## src/logic/rs_pkg.sv

```systemverilog
// Shared widths, sizes and the opcode encoding for the out-of-order back end.
// Every design file reaches these through rs_pkg:: scoped names.

package rs_pkg;

    localparam int DATA_WIDTH     = 32;    // one data word
    localparam int TAG_WIDTH      = 5;     // producer tag, a ROB index in a full core
    localparam int CDB_DEPTH      = 2;     // lane 0 is the ALU, lane 1 is the LSU
    localparam int RS_DEPTH       = 4;     // entries per reservation station
    localparam int MEM_ADDR_WIDTH = 4;     // word index into the LSU array
    localparam int OPCODE_WIDTH   = 3;

    // derived sizes
    localparam int RS_IDX_WIDTH   = $clog2(RS_DEPTH);
    localparam int MEM_DEPTH      = 2 ** MEM_ADDR_WIDTH;

    // slot index, which also serves as the age rank of an entry
    typedef logic [RS_IDX_WIDTH-1:0] rs_idx_t;

    // occupancy count, one bit wider so a full station fits
    typedef logic [RS_IDX_WIDTH:0] rs_cnt_t;

    // Arithmetic opcodes go to the ALU station, LOAD and STORE to the LSU station
    typedef enum logic [OPCODE_WIDTH-1:0] {
        ADD   = 3'd0,
        SUB   = 3'd1,
        AND   = 3'd2,
        XOR   = 3'd3,
        LOAD  = 3'd4,
        STORE = 3'd5
    } opcode_e;

endpackage

```

## src/logic/rs_switch.sv

```systemverilog
// Dispatch switch in front of the two reservation stations.
// Steers the enqueue to the ALU or LSU station by opcode, reports the stall of the
// targeted station and bypasses sources that are broadcast on the CDB this cycle.

module rs_switch (
    input  logic                              i_cdb_en      [0:rs_pkg::CDB_DEPTH-1],
    input  logic [rs_pkg::DATA_WIDTH-1:0]     i_cdb_data    [0:rs_pkg::CDB_DEPTH-1],
    input  logic [rs_pkg::TAG_WIDTH-1:0]      i_cdb_tag     [0:rs_pkg::CDB_DEPTH-1],

    input  logic                              i_rs_en,
    input  rs_pkg::opcode_e                   i_rs_opcode,
    input  logic [rs_pkg::TAG_WIDTH-1:0]      i_rs_src_tag  [0:1],
    input  logic [rs_pkg::DATA_WIDTH-1:0]     i_rs_src_data [0:1],
    input  logic                              i_rs_src_rdy  [0:1],
    input  logic                              i_rs_full     [0:1],

    output logic                              o_rs_en       [0:1],
    output logic [rs_pkg::DATA_WIDTH-1:0]     o_rs_src_data [0:1],
    output logic [rs_pkg::TAG_WIDTH-1:0]      o_rs_src_tag  [0:1],
    output logic                              o_rs_src_rdy  [0:1],
    output logic                              o_rs_stall
);

    logic is_lsu_op;

    assign is_lsu_op = (i_rs_opcode == rs_pkg::LOAD) || (i_rs_opcode == rs_pkg::STORE);

    // only the targeted station sees the enable
    assign o_rs_en[0] = i_rs_en & ~is_lsu_op;
    assign o_rs_en[1] = i_rs_en & is_lsu_op;

    // a full station only holds back the opcodes aimed at it
    assign o_rs_stall = is_lsu_op ? i_rs_full[1] : i_rs_full[0];

    // A producer that broadcasts in the dispatch cycle is gone by the time the
    // station could snoop it, so its result is folded in here instead
    always_comb begin
        for (int src = 0; src < 2; src++) begin
            o_rs_src_rdy[src]  = i_rs_src_rdy[src];
            o_rs_src_data[src] = i_rs_src_data[src];
            o_rs_src_tag[src]  = i_rs_src_tag[src];

            for (int lane = 0; lane < rs_pkg::CDB_DEPTH; lane++) begin
                if (!i_rs_src_rdy[src] && i_cdb_en[lane] &&
                    (i_cdb_tag[lane] == i_rs_src_tag[src])) begin
                    o_rs_src_rdy[src]  = 1'b1;                 // woken up on dispatch
                    o_rs_src_data[src] = i_cdb_data[lane];
                end
            end
        end
    end

endmodule

```

## src/logic/rs_station.sv

```systemverilog
// Reservation station with RS_DEPTH entries.
// Entries wait here until both sources are ready, capturing results from the CDB.
// Each cycle the oldest ready entry is issued to the unit, which never stalls.
// Age is kept as a rank per entry, 0 being the oldest valid entry.

module rs_station (
    input  logic                              clk,
    input  logic                              i_rst_n,

    input  logic                              i_cdb_en         [0:rs_pkg::CDB_DEPTH-1],
    input  logic [rs_pkg::DATA_WIDTH-1:0]     i_cdb_data       [0:rs_pkg::CDB_DEPTH-1],
    input  logic [rs_pkg::TAG_WIDTH-1:0]      i_cdb_tag        [0:rs_pkg::CDB_DEPTH-1],

    input  logic                              i_rs_en,
    input  rs_pkg::opcode_e                   i_rs_opcode,
    input  logic [rs_pkg::TAG_WIDTH-1:0]      i_rs_dst_tag,
    input  logic [rs_pkg::DATA_WIDTH-1:0]     i_rs_src_data    [0:1],
    input  logic [rs_pkg::TAG_WIDTH-1:0]      i_rs_src_tag     [0:1],
    input  logic                              i_rs_src_rdy     [0:1],
    output logic                              o_rs_full,

    output logic                              o_issue_en,
    output rs_pkg::opcode_e                   o_issue_opcode,
    output logic [rs_pkg::TAG_WIDTH-1:0]      o_issue_dst_tag,
    output logic [rs_pkg::DATA_WIDTH-1:0]     o_issue_src_data [0:1]
);

    logic [rs_pkg::RS_DEPTH-1:0]          ent_valid;
    rs_pkg::rs_idx_t                      ent_age      [0:rs_pkg::RS_DEPTH-1];
    logic                                 ent_src_rdy  [0:rs_pkg::RS_DEPTH-1][0:1];
    rs_pkg::opcode_e                      ent_opcode   [0:rs_pkg::RS_DEPTH-1];
    logic [rs_pkg::TAG_WIDTH-1:0]         ent_dst_tag  [0:rs_pkg::RS_DEPTH-1];
    logic [rs_pkg::TAG_WIDTH-1:0]         ent_src_tag  [0:rs_pkg::RS_DEPTH-1][0:1];
    logic [rs_pkg::DATA_WIDTH-1:0]        ent_src_data [0:rs_pkg::RS_DEPTH-1][0:1];

    logic                                 snoop_hit    [0:rs_pkg::RS_DEPTH-1][0:1];
    logic [rs_pkg::DATA_WIDTH-1:0]        snoop_data   [0:rs_pkg::RS_DEPTH-1][0:1];

    logic                                 issue_found;
    rs_pkg::rs_idx_t                      issue_idx;
    rs_pkg::rs_idx_t                      issue_age;
    logic                                 free_found;
    rs_pkg::rs_idx_t                      free_idx;
    rs_pkg::rs_cnt_t                      valid_cnt;
    rs_pkg::rs_cnt_t                      enq_rank;
    logic                                 enq_en;

    assign o_rs_full = &ent_valid;
    assign enq_en    = i_rs_en & ~o_rs_full;           // a full station ignores dispatch

    always_comb begin
        issue_found = 1'b0;
        issue_idx   = '0;
        issue_age   = '0;
        free_found  = 1'b0;
        free_idx    = '0;
        valid_cnt   = '0;

        for (int i = 0; i < rs_pkg::RS_DEPTH; i++) begin
            // only ready bits from the start of the cycle count for issue
            if (ent_valid[i] && ent_src_rdy[i][0] && ent_src_rdy[i][1] &&
                (!issue_found || (ent_age[i] < issue_age))) begin
                issue_found = 1'b1;
                issue_idx   = rs_pkg::rs_idx_t'(i);
                issue_age   = ent_age[i];
            end
            if (!ent_valid[i] && !free_found) begin
                free_found = 1'b1;
                free_idx   = rs_pkg::rs_idx_t'(i);
            end
            valid_cnt = valid_cnt + rs_pkg::rs_cnt_t'(ent_valid[i]);
        end

        // the new entry ranks behind everything that stays this cycle
        enq_rank = valid_cnt - rs_pkg::rs_cnt_t'(issue_found);

        for (int i = 0; i < rs_pkg::RS_DEPTH; i++) begin
            for (int src = 0; src < 2; src++) begin
                snoop_hit[i][src]  = 1'b0;
                snoop_data[i][src] = ent_src_data[i][src];
                for (int lane = 0; lane < rs_pkg::CDB_DEPTH; lane++) begin
                    if (ent_valid[i] && !ent_src_rdy[i][src] && i_cdb_en[lane] &&
                        (i_cdb_tag[lane] == ent_src_tag[i][src])) begin
                        snoop_hit[i][src]  = 1'b1;
                        snoop_data[i][src] = i_cdb_data[lane];
                    end
                end
            end
        end
    end

    always_ff @(posedge clk or negedge i_rst_n) begin
        if (!i_rst_n) begin
            ent_valid <= '0;
            for (int i = 0; i < rs_pkg::RS_DEPTH; i++) begin
                ent_age[i]        <= '0;
                ent_src_rdy[i][0] <= 1'b0;
                ent_src_rdy[i][1] <= 1'b0;
            end
        end else begin
            for (int i = 0; i < rs_pkg::RS_DEPTH; i++) begin
                for (int src = 0; src < 2; src++) begin
                    if (snoop_hit[i][src]) ent_src_rdy[i][src] <= 1'b1;
                end
                // entries younger than the issued one move up a rank
                if (issue_found && ent_valid[i] && (ent_age[i] > issue_age)) begin
                    ent_age[i] <= ent_age[i] - 1'b1;
                end
            end
            if (issue_found) ent_valid[issue_idx] <= 1'b0;
            if (enq_en) begin                          // the free slot is never the issued one
                ent_valid[free_idx]      <= 1'b1;
                ent_age[free_idx]        <= enq_rank[rs_pkg::RS_IDX_WIDTH-1:0];
                ent_src_rdy[free_idx][0] <= i_rs_src_rdy[0];
                ent_src_rdy[free_idx][1] <= i_rs_src_rdy[1];
            end
        end
    end

    always_ff @(posedge clk) begin
        for (int i = 0; i < rs_pkg::RS_DEPTH; i++) begin
            for (int src = 0; src < 2; src++) begin
                if (snoop_hit[i][src]) ent_src_data[i][src] <= snoop_data[i][src];
            end
        end
        if (enq_en) begin
            ent_opcode[free_idx]  <= i_rs_opcode;
            ent_dst_tag[free_idx] <= i_rs_dst_tag;
            for (int src = 0; src < 2; src++) begin
                ent_src_tag[free_idx][src]  <= i_rs_src_tag[src];
                ent_src_data[free_idx][src] <= i_rs_src_data[src];
            end
        end
    end

    assign o_issue_en          = issue_found;
    assign o_issue_opcode      = ent_opcode[issue_idx];
    assign o_issue_dst_tag     = ent_dst_tag[issue_idx];
    assign o_issue_src_data[0] = ent_src_data[issue_idx][0];
    assign o_issue_src_data[1] = ent_src_data[issue_idx][1];

endmodule

```

## src/logic/alu_unit.sv

```systemverilog
// Integer unit behind the ALU station.
// Takes one issued instruction per cycle and broadcasts its result on CDB lane 0
// in the following cycle.

module alu_unit (
    input  logic                              clk,
    input  logic                              i_rst_n,
    input  logic                              i_issue_en,
    input  rs_pkg::opcode_e                   i_issue_opcode,
    input  logic [rs_pkg::TAG_WIDTH-1:0]      i_issue_dst_tag,
    input  logic [rs_pkg::DATA_WIDTH-1:0]     i_issue_src_data [0:1],
    output logic                              o_cdb_en,
    output logic [rs_pkg::TAG_WIDTH-1:0]      o_cdb_tag,
    output logic [rs_pkg::DATA_WIDTH-1:0]     o_cdb_data
);

    logic [rs_pkg::DATA_WIDTH-1:0] alu_result;

    always_comb begin
        case (i_issue_opcode)
            rs_pkg::ADD: alu_result = i_issue_src_data[0] + i_issue_src_data[1];
            rs_pkg::SUB: alu_result = i_issue_src_data[0] - i_issue_src_data[1];
            rs_pkg::AND: alu_result = i_issue_src_data[0] & i_issue_src_data[1];
            rs_pkg::XOR: alu_result = i_issue_src_data[0] ^ i_issue_src_data[1];
            default:     alu_result = '0;              // memory ops never reach this unit
        endcase
    end

    always_ff @(posedge clk or negedge i_rst_n) begin
        if (!i_rst_n) o_cdb_en <= 1'b0;
        else          o_cdb_en <= i_issue_en;          // lane valid for one cycle per issue
    end

    always_ff @(posedge clk) begin
        if (i_issue_en) begin
            o_cdb_tag  <= i_issue_dst_tag;
            o_cdb_data <= alu_result;
        end
    end

endmodule

```

## src/logic/lsu_unit.sv

```systemverilog
// Load/store unit behind the LSU station, backed by a small word array.
// Source 0 gives the word address and source 1 the store data. Both LOAD and
// STORE broadcast on CDB lane 1 one cycle after issue.

module lsu_unit (
    input  logic                              clk,
    input  logic                              i_rst_n,
    input  logic                              i_issue_en,
    input  rs_pkg::opcode_e                   i_issue_opcode,
    input  logic [rs_pkg::TAG_WIDTH-1:0]      i_issue_dst_tag,
    input  logic [rs_pkg::DATA_WIDTH-1:0]     i_issue_src_data [0:1],
    output logic                              o_cdb_en,
    output logic [rs_pkg::TAG_WIDTH-1:0]      o_cdb_tag,
    output logic [rs_pkg::DATA_WIDTH-1:0]     o_cdb_data
);

    logic [rs_pkg::DATA_WIDTH-1:0]     mem [0:rs_pkg::MEM_DEPTH-1];
    logic [rs_pkg::MEM_ADDR_WIDTH-1:0] mem_addr;
    logic                              is_store;
    logic [rs_pkg::DATA_WIDTH-1:0]     lsu_result;

    assign mem_addr = i_issue_src_data[0][rs_pkg::MEM_ADDR_WIDTH-1:0];  // upper bits ignored
    assign is_store = (i_issue_opcode == rs_pkg::STORE);

    // a store echoes the value it writes
    assign lsu_result = is_store ? i_issue_src_data[1] : mem[mem_addr];

    always_ff @(posedge clk or negedge i_rst_n) begin
        if (!i_rst_n) begin
            o_cdb_en <= 1'b0;
            for (int i = 0; i < rs_pkg::MEM_DEPTH; i++) begin
                mem[i] <= '0;                          // unwritten words load as zero
            end
        end else begin
            o_cdb_en <= i_issue_en;
            if (i_issue_en && is_store) mem[mem_addr] <= i_issue_src_data[1];
        end
    end

    always_ff @(posedge clk) begin
        if (i_issue_en) begin
            o_cdb_tag  <= i_issue_dst_tag;
            o_cdb_data <= lsu_result;
        end
    end

endmodule

```

## src/logic/rs_core.sv

```systemverilog
// Top level of the back end.
// A dispatch switch feeds the ALU and LSU reservation stations, each station issues
// to its own unit, and the two units drive the two CDB lanes.

module rs_core (
    input  logic                              clk,
    input  logic                              i_rst_n,

    input  logic                              i_rs_en,
    input  rs_pkg::opcode_e                   i_rs_opcode,
    input  logic [rs_pkg::TAG_WIDTH-1:0]      i_rs_dst_tag,
    input  logic [rs_pkg::TAG_WIDTH-1:0]      i_rs_src_tag  [0:1],
    input  logic [rs_pkg::DATA_WIDTH-1:0]     i_rs_src_data [0:1],
    input  logic                              i_rs_src_rdy  [0:1],
    output logic                              o_rs_stall,

    output logic                              o_cdb_en      [0:rs_pkg::CDB_DEPTH-1],
    output logic [rs_pkg::TAG_WIDTH-1:0]      o_cdb_tag     [0:rs_pkg::CDB_DEPTH-1],
    output logic [rs_pkg::DATA_WIDTH-1:0]     o_cdb_data    [0:rs_pkg::CDB_DEPTH-1]
);

    // switch to stations, index 0 is ALU and 1 is LSU
    logic                              sw_rs_en       [0:1];
    logic [rs_pkg::DATA_WIDTH-1:0]     sw_src_data    [0:1];
    logic [rs_pkg::TAG_WIDTH-1:0]      sw_src_tag     [0:1];
    logic                              sw_src_rdy     [0:1];
    logic                              rs_full        [0:1];

    // station to unit
    logic                              alu_issue_en;
    rs_pkg::opcode_e                   alu_issue_opcode;
    logic [rs_pkg::TAG_WIDTH-1:0]      alu_issue_dst_tag;
    logic [rs_pkg::DATA_WIDTH-1:0]     alu_issue_src_data [0:1];
    logic                              lsu_issue_en;
    rs_pkg::opcode_e                   lsu_issue_opcode;
    logic [rs_pkg::TAG_WIDTH-1:0]      lsu_issue_dst_tag;
    logic [rs_pkg::DATA_WIDTH-1:0]     lsu_issue_src_data [0:1];

    rs_switch rs_switch_i (
        .i_cdb_en(o_cdb_en), .i_cdb_data(o_cdb_data), .i_cdb_tag(o_cdb_tag),
        .i_rs_en(i_rs_en), .i_rs_opcode(i_rs_opcode),
        .i_rs_src_tag(i_rs_src_tag), .i_rs_src_data(i_rs_src_data),
        .i_rs_src_rdy(i_rs_src_rdy), .i_rs_full(rs_full),
        .o_rs_en(sw_rs_en), .o_rs_src_data(sw_src_data), .o_rs_src_tag(sw_src_tag),
        .o_rs_src_rdy(sw_src_rdy), .o_rs_stall(o_rs_stall)
    );

    rs_station alu_rs_i (
        .clk(clk), .i_rst_n(i_rst_n),
        .i_cdb_en(o_cdb_en), .i_cdb_data(o_cdb_data), .i_cdb_tag(o_cdb_tag),
        .i_rs_en(sw_rs_en[0]), .i_rs_opcode(i_rs_opcode), .i_rs_dst_tag(i_rs_dst_tag),
        .i_rs_src_data(sw_src_data), .i_rs_src_tag(sw_src_tag), .i_rs_src_rdy(sw_src_rdy),
        .o_rs_full(rs_full[0]),
        .o_issue_en(alu_issue_en), .o_issue_opcode(alu_issue_opcode),
        .o_issue_dst_tag(alu_issue_dst_tag), .o_issue_src_data(alu_issue_src_data)
    );

    rs_station lsu_rs_i (
        .clk(clk), .i_rst_n(i_rst_n),
        .i_cdb_en(o_cdb_en), .i_cdb_data(o_cdb_data), .i_cdb_tag(o_cdb_tag),
        .i_rs_en(sw_rs_en[1]), .i_rs_opcode(i_rs_opcode), .i_rs_dst_tag(i_rs_dst_tag),
        .i_rs_src_data(sw_src_data), .i_rs_src_tag(sw_src_tag), .i_rs_src_rdy(sw_src_rdy),
        .o_rs_full(rs_full[1]),
        .o_issue_en(lsu_issue_en), .o_issue_opcode(lsu_issue_opcode),
        .o_issue_dst_tag(lsu_issue_dst_tag), .o_issue_src_data(lsu_issue_src_data)
    );

    // each unit owns one lane, so the CDB needs no arbiter
    alu_unit alu_unit_i (
        .clk(clk), .i_rst_n(i_rst_n),
        .i_issue_en(alu_issue_en), .i_issue_opcode(alu_issue_opcode),
        .i_issue_dst_tag(alu_issue_dst_tag), .i_issue_src_data(alu_issue_src_data),
        .o_cdb_en(o_cdb_en[0]), .o_cdb_tag(o_cdb_tag[0]), .o_cdb_data(o_cdb_data[0])
    );

    lsu_unit lsu_unit_i (
        .clk(clk), .i_rst_n(i_rst_n),
        .i_issue_en(lsu_issue_en), .i_issue_opcode(lsu_issue_opcode),
        .i_issue_dst_tag(lsu_issue_dst_tag), .i_issue_src_data(lsu_issue_src_data),
        .o_cdb_en(o_cdb_en[1]), .o_cdb_tag(o_cdb_tag[1]), .o_cdb_data(o_cdb_data[1])
    );

endmodule

```

## config.mk

```make
export PLATFORM = sky130hd
export DESIGN_NAME = rs_core
export DESIGN_NICKNAME = d
export VERILOG_FILES = /design/src/logic/rs_pkg.sv /design/src/logic/rs_switch.sv /design/src/logic/rs_station.sv /design/src/logic/alu_unit.sv /design/src/logic/lsu_unit.sv /design/src/logic/rs_core.sv
export SDC_FILE = /design/constraint.sdc
export NUM_CORES = 2
export LEC_CHECK = 0
export BUFFER_PORTS_ARGS = -buffer_cell sky130_fd_sc_hd__buf_4
export CORE_UTILIZATION = 64
export DETAILED_ROUTE_END_ITERATION = 8
export PLACE_DENSITY = 0.92
export SETUP_SLACK_MARGIN = 0.02
export SLEW_MARGIN = 40
export SYNTH_ARGS = -nofsm -noshare
export SYNTH_HDL_FRONTEND = slang
export SYNTH_SLANG_ARGS = --single-unit
```

## constraint.sdc

```tcl
create_clock -name clk -period 13.72 [get_ports clk]
set_input_delay 2.058 -clock clk [delete_from_list [all_inputs] [get_ports clk]]
set_output_delay 2.058 -clock clk [all_outputs]
set_load 0.005 [all_outputs]
```

==> key figures <==
Run status
  – Status: finished, final reports clean

Critical path
  – Crit path from: alu_rs_i.ent_valid[0]
  – Max incr delay on CP: 0.60 ns
  – Worst EP arrival: 11.28 ns
  – CP Capture Point: alu_unit_i.o_cdb_data[31]
  – Cell mode on critical path: ha_1
  – Reg2reg setup slack: 2.93 ns
  – Reg2reg start: alu_rs_i.ent_valid[0]
  – Maximum fanout along the worst path: 58
  – Crit. End Element: flop
  – Reg2reg end: alu_unit_i.o_cdb_data[31]
  – CP max stage cell: a22o_4
  – CP Launch Type: flop
  – Worst R2R Path Depth: 38
  – Critical path class: flop to flop
  – Critical Path RT: 14.21 ns

Die
  – Total die area: 101000 µm²
  – I/O pin total: 164
  – Chip height: 318 µm
  – Initial Util: 64.8%
  – Die W: 318 µm
  – Core area: 98600 µm²
  – FP Rows: 115

Power and ir drop
  – PwrDens: 254 nW/µm²
  – P_leak: 0.0314 µW
  – Peak supply drop: 0.000172 V

Logic synthesis
  – Number of synthesized flops with an enable pin: 618
  – Synth Area in XOR/XNOR: 3.46%
  – Syn Std Cell Area: 63800 µm²
  – Synth async-reset ratio: 47.3%
  – YS warnings: 0
  – Multiplexer area fraction after synthesis: 19.3%
  – Adder-cell share of the synthesized area: 1.90%
  – Post-synth top flop: edfxtp_1
  – Compound-Gate Fraction of Synth Area: 9.48%
  – Largest family of logic cells by synthesized area: multiplexers
  – Sequential area share after synthesis: 50.8%
  – Synth Instances: 5954
  – Syn_area_per_cell: 10.7 µm²
  – Register bit count reported by yosys: 1172
  – Synth Area in Simple Gates: 11.5%
  – Yosys cell types: 69
  – Post-Syn Nets: 6136

Routing
  – Final WL: 201 mm
  – Iteration count of the initial detailed-routing pass: 9
  – WL/cell: 27.8 µm
  – DRC: 0
  – Iter 0 DRT Violations: 8256
  – Post-route ant nets: 0
  – Vias per Instance: 7.15
  – Via Count: 51700

Clock tree
  – CTS sink count: 1172
  – CTS clk-pin slew, worst paths: 0.06 ns
  – Clk root buf: clkbuf_16
  – Setup Buffers After CTS: 0
  – Skew-Pair Late Insertion Delay: 0.76 ns
  – Clk buf depth: 3
  – Cts bufs inserted: 113
  – # H-tree levels: 3
  – Post-cts hold buffer count: 0
  – # resized after CTS: 0
  – CTS tree: yes

Layout
  – Util after Layout: 71.1%
  – Most frequent cells in the layout: 753 x nand2_1, 618 x edfxtp_1, 576 x mux2i_1
  – Fin cells: 7234
  – Layout Nets: 6031
  – Commonest non-fill, non-tap cell in the layout: nand2_1
  – Layout cells sized above 1: 16.7%
  – Area growth syn-to-layout: 9.73%

Timing
  – Setup Viol. Count Final: 0
  – Skew final: 0.0502 ns
  – RSZ-0062 raised after global routing: no
  – Final min period: 10.79 ns
  – Actual slew at the worst max-slew pin: 0.953 ns
  – Hold slack: 0.491 ns
  – Relative slew slack: 36.5%
  – Hold Violations, Final: 0
  – Setup TNS: 0 ns
  – Final period util: 78.6%
  – Fmax: 0.0927 GHz
  – Final max-slew violation count: 0

GRT
  – Gr busiest metal: met2
  – Grt met1 use: 46.8%
  – Overflow after GRT: 0
  – Largest net degree at the start of global routing: 99
  – M3 GR Usage: 10.4%
  – First-pass GRT wire length: 303 mm
  – Initial antenna violation count: 3
  – Met2 usage: 60.2%
  – Total GRT Usage: 38.8%
  – Number of global-route vias before repair: 52800

Placed design
  – DP HPWL: 117 mm
  – Port Buffers: 163
  – Cell count after placement: 7019
  – GP Congestion: 0.988

Run
  – Max Cap Viol: 0

Hold path
  – Hold Crit Class: flop to flop
[worst min-delay path by stage]
stage / from / end / slack, ns / cells past startpoint
floorplan: lsu_unit_i.mem[214] / lsu_unit_i.mem[214] / 0.46 / 1
global placement: lsu_unit_i.mem[216] / lsu_unit_i.mem[216] / 0.47 / 1
detailed placement: lsu_unit_i.mem[221] / lsu_unit_i.mem[221] / 0.48 / 1
CTS: lsu_unit_i.mem[221] / lsu_unit_i.mem[221] / 0.49 / 1
global route: lsu_unit_i.mem[126] / lsu_unit_i.mem[126] / 0.51 / 1
finish: lsu_unit_i.mem[148] / lsu_unit_i.mem[148] / 0.49 / 1
[flip-flops by register name, summed over array words and instances, names as in the netlist, 12 cells and up]
register               count
lsu_rs_i.ent_src_tag      40
alu_rs_i.ent_dst_tag      20
lsu_unit_i.o_cdb_data     32
alu_rs_i.ent_opcode       12
lsu_rs_i.ent_dst_tag      20
alu_rs_i.ent_src_tag      40
lsu_rs_i.ent_src_data    144
lsu_unit_i.mem           512
alu_unit_i.o_cdb_data     32
alu_rs_i.ent_src_data    256
lsu_rs_i.ent_opcode       12
[Yosys cell counts (40+ instances only)]
library cell,count,area (µm²)
a211oi_1,41,308
a21oi_1,475,2380
a221o_1,73,731
buf_1,83,312
buf_2,40,200
clkbuf_1,383,1440
dfrtp_1,554,13900
edfxtp_1,618,18600
ha_1,92,1150
inv_1,51,191
mux2_1,170,1910
mux2_2,412,4640
mux2i_1,578,5790
nand2_1,756,2840
nand3_1,316,1580
nor2_1,382,1430
o21ai_0,261,1310
xnor2_1,193,1690
xor2_1,59,517
[final cells by class]
cell class	instances	area (µm²)
fillers	5818	28500
inverters	51	196
well taps	1287	1610
diodes	2	5.00
clock buffers	165	3340
clock inverters	46	528
flip-flops and latches	1172	32400
multi-input cells	4210	29600
repair buffers	301	2380
[routing by layer]
metal / routed length, µm / part of all wire (%)
met1: 65700 / 33
met4: 15900 / 7.9
met5: 8 / 0.0040
met2: 89800 / 45
met3: 29400 / 15
[kinds of logic after synthesis]
kind of cell,after synthesis
AND/OR/NAND/NOR,1676
flip-flops,1172
multiplexers,1160
AO/OA/AOI/OAI,1027
buffers and inverters,572
XOR/XNOR,252
adder cells (fa/ha/maj),95
[worst max-delay path: cells and delay by family (launching register included)]
family	cells	cell delay, ns
and+or+nand+nor	11	2.15
xor gates and xnor gates	1	0.15
buffers and inverters	3	1.11
adders and majority gates	5	1.30
AOI/OAI and AO/OA	18	5.20
DFF	1	0.58
[report_power, final]
part	leakage (µW)	switching (µW)	internal [µW]
sequential	0.0132	803	4830
clock	0.00191	1460	1850
combinational	0.0163	5570	3290
total	0.0314	7830	9970
[stage by stage]
stage	instance area [µm²]	setup slack, ns	power (µW)
after floorplan	63800	4.32	11300
after global placement	65900	3.37	13600
after detailed placement	66100	3.28	13900
after CTS	69900	3.17	17400
after global routing	70000	2.28	18500
final	70000	2.93	17800
No activity file was read; power rests on OpenSTA's default activity.
